### src/axi_params.svh
`ifndef AXI_PARAMS_SVH
`define AXI_PARAMS_SVH

// Master-side field widths
`define AXI_ID_BITS   4
`define AXI_ADDR_BITS 32
`define AXI_LEN_BITS  8
`define AXI_SIZE_BITS 3

// Routing tag prepended to the ID on the slave side
`define AXI_TAG_BITS  4
`define AXI_IDS_BITS  (`AXI_TAG_BITS + `AXI_ID_BITS)

`endif

### src/axi_pkg.sv
package axi_pkg;

  // Burst kind, encoding 2'b11 is reserved
  typedef enum logic [1:0] {
    BURST_FIXED = 2'b00,
    BURST_INCR  = 2'b01,
    BURST_WRAP  = 2'b10
  } burst_t;

  // Write response code
  typedef enum logic [1:0] {
    RESP_OKAY   = 2'b00,
    RESP_EXOKAY = 2'b01,
    RESP_SLVERR = 2'b10,
    RESP_DECERR = 2'b11
  } resp_t;

endpackage

### src/xbar_pkg.sv
`include "axi_params.svh"

package xbar_pkg;

  typedef struct packed {
    logic [15:0] region;
    logic [15:0] offset;
  } addr_fields_t;

  // One address word, raw for the slaves, split for the decoder
  typedef union packed {
    logic [`AXI_ADDR_BITS-1:0] raw;
    addr_fields_t              fields;
  } addr_view_u;

  typedef enum logic [1:0] {
    SLAVE_0,
    SLAVE_1,
    SLAVE_DEFAULT
  } addr_dec_result_t;

  typedef enum logic {
    LOCK_FREE,
    LOCK_M1
  } addr_arb_lock_t;

  localparam logic [`AXI_TAG_BITS-1:0] AXI_MASTER_1_ID = `AXI_TAG_BITS'd1;

  // Address map
  function automatic addr_dec_result_t addr_decoder(input addr_view_u addr);
    addr_dec_result_t result;
    case (addr.fields.region)
      16'h0000: result = SLAVE_0;
      16'h0001: result = SLAVE_1;
      default:  result = SLAVE_DEFAULT;
    endcase
    return result;
  endfunction

endpackage

### src/aw_if.sv
`timescale 1ns/1ps
`include "axi_params.svh"

interface aw_if #(
  parameter int ID_BITS = `AXI_ID_BITS
);
  import axi_pkg::*;

  logic [ID_BITS-1:0]        id;
  logic [`AXI_ADDR_BITS-1:0] addr;
  logic [`AXI_LEN_BITS-1:0]  len;
  logic [`AXI_SIZE_BITS-1:0] size;
  burst_t                    burst;
  logic                      valid;
  logic                      ready;

  modport sender (output id, addr, len, size, burst, valid, input ready);
  modport receiver (input id, addr, len, size, burst, valid, output ready);

endinterface

### src/b_if.sv
`timescale 1ns/1ps
`include "axi_params.svh"

interface b_if #(
  parameter int ID_BITS = `AXI_ID_BITS
);
  import axi_pkg::*;

  logic [ID_BITS-1:0] id;
  resp_t              resp;
  logic               valid;
  logic               ready;

  modport sender (output id, resp, valid, input ready);
  modport receiver (input id, resp, valid, output ready);

endinterface

### src/aw_router.sv
`timescale 1ns/1ps
`include "axi_params.svh"

module aw_router (
  input logic    clk,
  input logic    rstn,
  aw_if.receiver m,
  aw_if.sender   s0,
  aw_if.sender   s1,
  aw_if.sender   s2,
  input logic    b_done
);
  import axi_pkg::*;
  import xbar_pkg::*;

  addr_arb_lock_t           lock_q;
  addr_arb_lock_t           lock_d;
  addr_view_u               addr_view;
  addr_dec_result_t         target;
  logic [`AXI_IDS_BITS-1:0] tagged_id;
  logic [2:0]               sel;
  logic                     grant;
  logic                     outstanding;
  logic                     fwd_valid;
  logic                     slave_ready;

  always_ff @(posedge clk, negedge rstn) begin
    if (!rstn) begin
      lock_q <= LOCK_FREE;
    end else begin
      lock_q <= lock_d;
    end
  end

  // A handshake in the request cycle leaves the lock free
  always_comb begin
    lock_d = lock_q;
    unique case (lock_q)
      LOCK_FREE: if (m.valid && !m.ready) lock_d = LOCK_M1;
      LOCK_M1:   if (m.valid && m.ready) lock_d = LOCK_FREE;
    endcase
  end

  // One write in flight until its response reaches the master
  always_ff @(posedge clk, negedge rstn) begin
    if (!rstn) begin
      outstanding <= 1'b0;
    end else if (m.valid && m.ready) begin
      outstanding <= 1'b1;
    end else if (b_done) begin
      outstanding <= 1'b0;
    end
  end

  assign grant = (lock_q == LOCK_M1) || m.valid;
  assign fwd_valid = m.valid & ~outstanding;
  assign tagged_id = {AXI_MASTER_1_ID, m.id};

  assign addr_view.raw = m.addr;
  assign target = addr_decoder(addr_view);

  always_comb begin
    sel = 3'b000;
    if (grant) begin
      unique case (target)
        SLAVE_0:       sel = 3'b001;
        SLAVE_1:       sel = 3'b010;
        SLAVE_DEFAULT: sel = 3'b100;
        default:       sel = 3'b000;
      endcase
    end
  end

  assign slave_ready = |(sel & {s2.ready, s1.ready, s0.ready});
  assign m.ready = slave_ready & ~outstanding;

  assign s0.valid = sel[0] & fwd_valid;
  assign s0.id    = sel[0] ? tagged_id : '0;
  assign s0.addr  = sel[0] ? addr_view.raw : '0;
  assign s0.len   = sel[0] ? m.len : '0;
  assign s0.size  = sel[0] ? m.size : '0;
  assign s0.burst = sel[0] ? m.burst : BURST_FIXED;

  assign s1.valid = sel[1] & fwd_valid;
  assign s1.id    = sel[1] ? tagged_id : '0;
  assign s1.addr  = sel[1] ? addr_view.raw : '0;
  assign s1.len   = sel[1] ? m.len : '0;
  assign s1.size  = sel[1] ? m.size : '0;
  assign s1.burst = sel[1] ? m.burst : BURST_FIXED;

  // Default slave
  assign s2.valid = sel[2] & fwd_valid;
  assign s2.id    = sel[2] ? tagged_id : '0;
  assign s2.addr  = sel[2] ? addr_view.raw : '0;
  assign s2.len   = sel[2] ? m.len : '0;
  assign s2.size  = sel[2] ? m.size : '0;
  assign s2.burst = sel[2] ? m.burst : BURST_FIXED;

endmodule

### src/axi_aw_xbar.sv
`timescale 1ns/1ps
`include "axi_params.svh"

module axi_aw_xbar (
  input  logic                      clk,
  input  logic                      rstn,
  // Master
  input  logic [`AXI_ID_BITS-1:0]   awid,
  input  logic [`AXI_ADDR_BITS-1:0] awaddr,
  input  logic [`AXI_LEN_BITS-1:0]  awlen,
  input  logic [`AXI_SIZE_BITS-1:0] awsize,
  input  axi_pkg::burst_t           awburst,
  input  logic                      awvalid,
  output logic                      awready,
  output logic [`AXI_ID_BITS-1:0]   bid,
  output axi_pkg::resp_t            bresp,
  output logic                      bvalid,
  input  logic                      bready,
  // Slave 0
  output logic [`AXI_IDS_BITS-1:0]  s0_awid,
  output logic [`AXI_ADDR_BITS-1:0] s0_awaddr,
  output logic [`AXI_LEN_BITS-1:0]  s0_awlen,
  output logic [`AXI_SIZE_BITS-1:0] s0_awsize,
  output axi_pkg::burst_t           s0_awburst,
  output logic                      s0_awvalid,
  input  logic                      s0_awready,
  input  logic [`AXI_IDS_BITS-1:0]  s0_bid,
  input  axi_pkg::resp_t            s0_bresp,
  input  logic                      s0_bvalid,
  output logic                      s0_bready,
  // Slave 1
  output logic [`AXI_IDS_BITS-1:0]  s1_awid,
  output logic [`AXI_ADDR_BITS-1:0] s1_awaddr,
  output logic [`AXI_LEN_BITS-1:0]  s1_awlen,
  output logic [`AXI_SIZE_BITS-1:0] s1_awsize,
  output axi_pkg::burst_t           s1_awburst,
  output logic                      s1_awvalid,
  input  logic                      s1_awready,
  input  logic [`AXI_IDS_BITS-1:0]  s1_bid,
  input  axi_pkg::resp_t            s1_bresp,
  input  logic                      s1_bvalid,
  output logic                      s1_bready
);

  logic b_done;

  aw_if #(.ID_BITS(`AXI_ID_BITS))  m_aw ();
  aw_if #(.ID_BITS(`AXI_IDS_BITS)) s0_aw ();
  aw_if #(.ID_BITS(`AXI_IDS_BITS)) s1_aw ();
  aw_if #(.ID_BITS(`AXI_IDS_BITS)) s2_aw ();

  b_if #(.ID_BITS(`AXI_ID_BITS))  m_b ();
  b_if #(.ID_BITS(`AXI_IDS_BITS)) s0_b ();
  b_if #(.ID_BITS(`AXI_IDS_BITS)) s1_b ();
  b_if #(.ID_BITS(`AXI_IDS_BITS)) s2_b ();

  assign m_aw.id    = awid;
  assign m_aw.addr  = awaddr;
  assign m_aw.len   = awlen;
  assign m_aw.size  = awsize;
  assign m_aw.burst = awburst;
  assign m_aw.valid = awvalid;
  assign awready    = m_aw.ready;

  assign bid        = m_b.id;
  assign bresp      = m_b.resp;
  assign bvalid     = m_b.valid;
  assign m_b.ready  = bready;

  assign s0_awid    = s0_aw.id;
  assign s0_awaddr  = s0_aw.addr;
  assign s0_awlen   = s0_aw.len;
  assign s0_awsize  = s0_aw.size;
  assign s0_awburst = s0_aw.burst;
  assign s0_awvalid = s0_aw.valid;
  assign s0_aw.ready = s0_awready;

  assign s0_b.id    = s0_bid;
  assign s0_b.resp  = s0_bresp;
  assign s0_b.valid = s0_bvalid;
  assign s0_bready  = s0_b.ready;

  assign s1_awid    = s1_aw.id;
  assign s1_awaddr  = s1_aw.addr;
  assign s1_awlen   = s1_aw.len;
  assign s1_awsize  = s1_aw.size;
  assign s1_awburst = s1_aw.burst;
  assign s1_awvalid = s1_aw.valid;
  assign s1_aw.ready = s1_awready;

  assign s1_b.id    = s1_bid;
  assign s1_b.resp  = s1_bresp;
  assign s1_b.valid = s1_bvalid;
  assign s1_bready  = s1_b.ready;

  aw_router u_aw_router (
    .clk    (clk),
    .rstn   (rstn),
    .m      (m_aw),
    .s0     (s0_aw),
    .s1     (s1_aw),
    .s2     (s2_aw),
    .b_done (b_done)
  );

  b_router u_b_router (
    .clk    (clk),
    .rstn   (rstn),
    .s0     (s0_b),
    .s1     (s1_b),
    .s2     (s2_b),
    .m      (m_b),
    .b_done (b_done)
  );

  // Unmapped addresses end here
  default_slave u_default_slave (
    .clk  (clk),
    .rstn (rstn),
    .aw   (s2_aw),
    .b    (s2_b)
  );

endmodule

### src/b_router.sv
`timescale 1ns/1ps
`include "axi_params.svh"

module b_router (
  input logic    clk,
  input logic    rstn,
  b_if.receiver  s0,
  b_if.receiver  s1,
  b_if.receiver  s2,
  b_if.sender    m,
  output logic   b_done
);
  import xbar_pkg::*;

  addr_dec_result_t         src_pick;
  addr_dec_result_t         src_q;
  addr_dec_result_t         src;
  logic                     held;
  logic [`AXI_IDS_BITS-1:0] tagged_id;

  // Fixed priority, slave 0 first
  always_comb begin
    if (s0.valid) begin
      src_pick = SLAVE_0;
    end else if (s1.valid) begin
      src_pick = SLAVE_1;
    end else begin
      src_pick = SLAVE_DEFAULT;
    end
  end

  always_ff @(posedge clk, negedge rstn) begin
    if (!rstn) begin
      held  <= 1'b0;
      src_q <= SLAVE_0;
    end else if (m.valid && m.ready) begin
      held <= 1'b0;
    end else if (m.valid && !held) begin
      held  <= 1'b1;
      src_q <= src_pick;
    end
  end

  assign src = held ? src_q : src_pick;

  always_comb begin
    unique case (src)
      SLAVE_0: begin
        m.valid   = s0.valid;
        m.resp    = s0.resp;
        tagged_id = s0.id;
      end
      SLAVE_1: begin
        m.valid   = s1.valid;
        m.resp    = s1.resp;
        tagged_id = s1.id;
      end
      default: begin
        m.valid   = s2.valid;
        m.resp    = s2.resp;
        tagged_id = s2.id;
      end
    endcase
  end

  // Drop the routing tag
  assign m.id = tagged_id[`AXI_ID_BITS-1:0];

  assign s0.ready = m.ready & (src == SLAVE_0);
  assign s1.ready = m.ready & (src == SLAVE_1);
  assign s2.ready = m.ready & (src == SLAVE_DEFAULT);

  assign b_done = m.valid & m.ready;

endmodule

### src/default_slave.sv
`timescale 1ns/1ps
`include "axi_params.svh"

module default_slave (
  input logic    clk,
  input logic    rstn,
  aw_if.receiver aw,
  b_if.sender    b
);
  import axi_pkg::*;

  logic                     busy;
  logic [`AXI_IDS_BITS-1:0] id_q;

  // Busy from the address handshake until the response is taken
  always_ff @(posedge clk, negedge rstn) begin
    if (!rstn) begin
      busy <= 1'b0;
    end else if (aw.valid && aw.ready) begin
      busy <= 1'b1;
    end else if (b.valid && b.ready) begin
      busy <= 1'b0;
    end
  end

  always_ff @(posedge clk) begin
    if (aw.valid && aw.ready) begin
      id_q <= aw.id;
    end
  end

  assign aw.ready = ~busy;

  assign b.valid = busy;
  assign b.id    = id_q;
  assign b.resp  = RESP_DECERR;

endmodule

### config.mk
export PLATFORM = sky130hd
export DESIGN_NAME = axi_aw_xbar
export DESIGN_NICKNAME = d
export VERILOG_FILES = /design/src/axi_pkg.sv /design/src/xbar_pkg.sv /design/src/aw_if.sv /design/src/b_if.sv /design/src/aw_router.sv /design/src/axi_aw_xbar.sv /design/src/b_router.sv /design/src/default_slave.sv
export VERILOG_INCLUDE_DIRS = /design/src /design/src/src
export SDC_FILE = /design/constraint.sdc
export NUM_CORES = 1
export LEC_CHECK = 0
export ABC_AREA = 1
export BUFFER_PORTS_ARGS = -buffer_cell sky130_fd_sc_hd__buf_2
export CAP_MARGIN = 20
export CELL_PAD_IN_SITES_DETAIL_PLACEMENT = 1
export CELL_PAD_IN_SITES_GLOBAL_PLACEMENT = 1
export CORE_UTILIZATION = 20
export CTS_CLUSTER_DIAMETER = 30
export CTS_CLUSTER_SIZE = 24
export DETAILED_ROUTE_END_ITERATION = 16
export PLACE_DENSITY = 0.95
export SYNTH_ARGS = -nofsm -noshare
export SYNTH_HDL_FRONTEND = slang
export SYNTH_SLANG_ARGS = --single-unit
export TNS_END_PERCENT = 20
### constraint.sdc
create_clock -name clk -period 4.08 [get_ports clk]
set_input_delay 0.408 -clock clk [delete_from_list [all_inputs] [get_ports clk]]
set_output_delay 0.408 -clock clk [all_outputs]
set_load 0.005 [all_outputs]
* Yosys cells after proc, flatten, opt, wreduce, memory -nomap -nowiden
Index checks and enable logic that the tools add are counted.
Storage, ports and cells: register bits after elaboration 10, output and inout port bits 118, word-level logic and storage cells 70
Operators by class: equal/unequal tests 5, muxes and demuxes 28, bitwise operators 14, reductions and logical operators 17
Operator list (number):
- 32-bit two-way mux | 2
- 16-bit by 1-bit equality test with 1-bit output, second input constant | 1
- 16-bit zero test | 1
- 8-bit two-way mux | 2
- 2-bit two-way mux | 5
- 5-bit two-way mux | 2
- 1-bit AND | 9
- 3-bit two-way mux | 3
- 3-bit one-hot mux with 3 select lines | 1
- 1-bit two-way mux | 8
- 2-bit one-hot mux with 2 select lines | 2
- 4-bit one-hot mux with 2 select lines | 1
- 1-bit logical AND | 6
- 2-bit nonzero test | 3
- 2-bit by 1-bit equality test with 1-bit output, second input constant | 2
- 2-bit equality test, second input constant | 2
- 2-bit zero test | 2
- 1-bit inverter | 4
- 1-bit one-hot mux with 2 select lines | 2
- 3-bit AND | 1
- 3-bit OR reduction | 1
- 1-bit zero test | 2
- 2-bit AND reduction | 1
- 1-bit logical OR | 1

* Logic depth before layout (Yosys ltp)
word-level depth 12, depth in mapped cells 11, mapped depth without buffers 11

* Modules after synthesis
Synthesis repeated with hierarchy kept, for this count alone.
Unflattened totals: cell total of the unflattened synthesis 351, area total of the unflattened synthesis 2031.9 um2
Modules (own cells, without submodules):
- aw_router | times used 1, cells each 265, area an instance 1350.0 um2, seq. area each 50.0 um2
- b_router | times used 1, cells each 68, area an instance 370.4 um2, seq. area each 75.1 um2
- default_slave | times used 1, cells each 18, area an instance 311.5 um2, seq. area each 265.3 um2

* Worst setup path after synthesis
Ideal clock, no wire load.
path kind input-to-output, from input awaddr[31], to output s1_awaddr[0], data arrival time 1269 ps, path slack 2403 ps, stages 8, path buffers 1, cell sequence nor2_1 -> nand2_1 -> nor2_4 -> nand2_2 -> nor2_4 -> inv_2 -> buf_6 -> nor2_1
On the way: longest elaborated chain between the ends 6, elaborated cells on any way between the ends 9, classes of those cells 3 x eq/ne; 4 x mux; 2 x reduce/logical
RTL lines:
- from (decl) | RTL line axi_aw_xbar.sv:9 | input logic [`AXI_ADDR_BITS-1:0] awaddr,
- 16-bit by 1-bit equality test with 1-bit output or 16-bit zero test (tied branches) | RTL line xbar_pkg.sv:32 | case (addr.fields.region)
- 2-bit one-hot mux with 2 select lines (*) | RTL line xbar_pkg.sv:32
- 2-bit equality test, or another cell as far along | RTL line aw_router.sv:65 | unique case (target)
- 3-bit one-hot mux with 3 select lines (*) | RTL line aw_router.sv:65
- 3-bit two-way mux (*) | RTL line aw_router.sv:64 | if (grant) begin
- 32-bit two-way mux (*) | RTL line aw_router.sv:86 | assign s1.addr = sel[1] ? addr_view.raw : '0;
- to (decl) | RTL line axi_aw_xbar.sv:33 | output logic [`AXI_ADDR_BITS-1:0] s1_awaddr,
Mark *: on every way between the ends. The rest lies on a longest branch, timed or not.

* Final worst setup path
from input awaddr[21], to output s0_awaddr[11]
On the way: longest elaborated chain between the ends 6, elaborated cells on any way between the ends 9, classes of those cells 3 x eq/ne; 4 x mux; 2 x reduce/logical
RTL lines:
- 16-bit by 1-bit equality test with 1-bit output or 16-bit zero test (tied branches) | RTL line xbar_pkg.sv:32
- 2-bit one-hot mux with 2 select lines (*) | RTL line xbar_pkg.sv:32
- 2-bit equality test, or another cell as far along | RTL line aw_router.sv:65
- 3-bit one-hot mux with 3 select lines (*) | RTL line aw_router.sv:65
- 3-bit two-way mux (*) | RTL line aw_router.sv:64
- 32-bit two-way mux (*) | RTL line aw_router.sv:79 | assign s0.addr = sel[0] ? addr_view.raw : '0;
- to (decl) | RTL line axi_aw_xbar.sv:21 | output logic [`AXI_ADDR_BITS-1:0] s0_awaddr,
Marked as above.

==> impl_metrics.ini <==
[worst_setup_path]
cp-end-kind = output port
rr_worst_depth = 3
worstReg2RegEnd = u_default_slave.b.id[0]
max_stage_delay_ps = 710
critical_path_cell_count = 7
critPathTopFamily = simple AND/OR/NAND/NOR gates
cpMaxStageDelayCell = nand4_2
crit_required_ps = 3670
cp-startpoint = awaddr[21]
path_max_fanout = 35
reg2reg_setup_slack_ps = 2650
worst-setup-path-type = in -> out
arrival_ps = 2100
crit_chain = buf_2 -> nor2_1 -> nand2_1 -> nor2_2 -> nand4_2 -> nor2_1 -> buf_2
crit_path_end = s0_awaddr[11]
start_kind = input pin
crit_buf_inv = 2

[logic_synthesis]
synth_mux_area_frac = 0
synth_compound_area_frac = 0.0220
syn-cell-area_mm2 = 0.00154
synth_top_family_by_area = simple AND/OR/NAND/NOR gates
syn_inst = 260
synthDistinctLibCells = 23
seq_area_frac_synth = 0.176
yosys.area_share.adder = 0
avgSynthCellArea_um2 = 5.91
yosys_warnings = 0
synth_seq_cells = 10
synth_xor_area_frac = 0
yosys.area_share.simple = 0.446

[finish]
layout-area-overhead-vs-synth_pct = 46.3
fin_nets = 484
antennaDiodeCount = 0
design_area_mm2 = 0.00225
layout_common_cells = buf_2, nor2_1, inv_1, conb_1, nand2_1
layout_commonest_cell = buf_2
drive_gt1_frac = 0.448

[clock_network]
cts_sinks = 10
cts_htree_levels = 1
cts_buffers = 3
clk_pin_slew_ps = 40
clock-root-buffer = clkbuf_8
clock_path_buffers = 2
cts_tree = built
clk_latency_ps = 230
post_cts_resized = 0

[floorplan]
io-pin-count = 195
initial_core_util = 0.210
core_area_mm2 = 0.00733
rows = 31
die_w_um = 89.7
dieArea_mm2 = 0.00804
die_h_um = 89.7

[grt]
grt_pass1_vias = 1723
antenna_found_initial = 0
grt_max_degree = 36
grt_overflow = 0
grt.total_usage = 0.119
grt_pass1_wl_um = 7430

[run_status]
outcome = finished clean

[worst_hold_path]
hp-class = reg -> reg
hp-start = u_b_router.src_q[0]

[route]
drcViolationCount = 0
ant_nets = 0
vias_per_cell = 3.82
route.vias.total = 1930
drt-wirelength-per-cell_um = 10.4
drt_iter0_markers = 28
dr.pass1.iters = 4
wl_um = 5270

[timing]
finalSetupViolations = 0
fin_skew_ps = 2.44
min_period_ps = 2510
fin_crit_sh = 0.615
holdWs_ps = 486
final_max_slew_viol_count = 0
slew_headroom = 0.404
max_slew.worst_pin.slew_ps = 891
fin_setup_tns_ps = 0
hold_violations = 0
fmax_mhz = 399
rsz0062_at_grt = false

[power_and_ir_drop]
combPwrFrac = 0.580
finalPower_uw = 627
internal_power_uw = 354
clockPowerShare = 0.162
powerDensity_mw_per_mm2 = 279
p_leak_uw = 0.00160
vdd.ir_drop.worst_uv = 87.2
switchingPower_uw = 273
p_seq_frac = 0.258
swShare = 0.435

[placed_design]
io_buffers = 149
dp_hpwl_um = 4680
place_area_mm2 = 0.00219
place_congestion = 0.727

[flow_run]
drv_cap = 0
routing by layer:
metal | vias to the layer above | part of all wire | global-route usage
met4 | 0 | 0.0059 | 0.0303
met3 | 2 | 0.054 | 0.0101
met5 | - | 0 | 0
li1 | 974 | - | -
met1 | 860 | 0.36 | 0.120
met2 | 94 | 0.58 | 0.255
power by group through the flow:
stage / combinational (uW) / sequential (uW) / clock (uW)
2_1_floorplan: 268 / 157 / 0
3_3_place_gp: 353 / 161 / 0
3_5_place_dp: 369 / 163 / 0
4_1_cts: 371 / 162 / 105
5_1_grt: 423 / 165 / 109
6_report: 363 / 162 / 102
cells by family (layout without fill, tap and decap cells):
family                 count (synthesis)  after routing
and+or+nand+nor                      148            148
AOI/OAI and AO/OA                      6              6
DFF                                   10             10
other                                  1             37
buffers and inverters                 95            205
final cells by class:
cell class | instances | area, um^2
Fill cell | 1031 | 5080
Multi-Input combinational cell | 191 | 858
Timing Repair Buffer | 150 | 756
Sequential cell | 10 | 270
Inverter | 51 | 194
Tap cell | 99 | 124
Clock buffer | 4 | 45.0
tightest hold or removal path, cell delays in order (launching register included):
cell and delay [ps]:
dfrtp_1 340, nand2_1 60, nand2_1 50
timing repair:
| action | in CTS | in global routing |
|---|---|---|
| endpoints found under the hold margin | 6 | 0 |
| buffers inserted | 0 | 0 |
| hold buffers | 1 | 0 |
cell usage after synthesis (all sizes together):
cell type,n,share of area
dfrtp,6,0.098
nand2,39,0.12
or2,1,0.0041
o22ai,3,0.012
nand3,8,0.026
clkbuf,1,0.0024
nor3,1,0.0033
edfxtp,4,0.078
nand4,4,0.020
buf,43,0.22
a21oi,2,0.0065
conb,1,0.0024
o21ai,1,0.0033
inv,51,0.13
nor2,95,0.27
sequential cells by signal, indices dropped and copies added, names as in the netlist, named ones only:
name and cells:
u_aw_router.outstanding 1, u_b_router.held 1, u_b_router.src_q 2, u_default_slave.b.id 4
u_default_slave.b.valid 1
per-stage QoR:
| stage | util | setup slack (ps) | std cells |
|---|---|---|---|
| floorplan | - | 2400 | 296 |
| global placement | 0.299 | 1650 | 500 |
| detailed placement | 0.299 | 1530 | 500 |
| CTS | 0.307 | 1540 | 505 |
| global route | 0.307 | 1320 | 505 |
| finish | 0.307 | 1570 | 505 |
how the worst min path moves through the flow:
stage / to / slack, ps / depth (start not counted)
after floorplan: async pin / 110 / 0
after global placement: async pin / 240 / 1
after detailed placement: async pin / 240 / 1
after CTS: u_b_router.src_q[1] / 490 / 2
after global routing: u_b_router.src_q[1] / 510 / 2
final: u_b_router.src_q[0] / 490 / 2
Note: power is estimated with default switching activity, not from simulation.
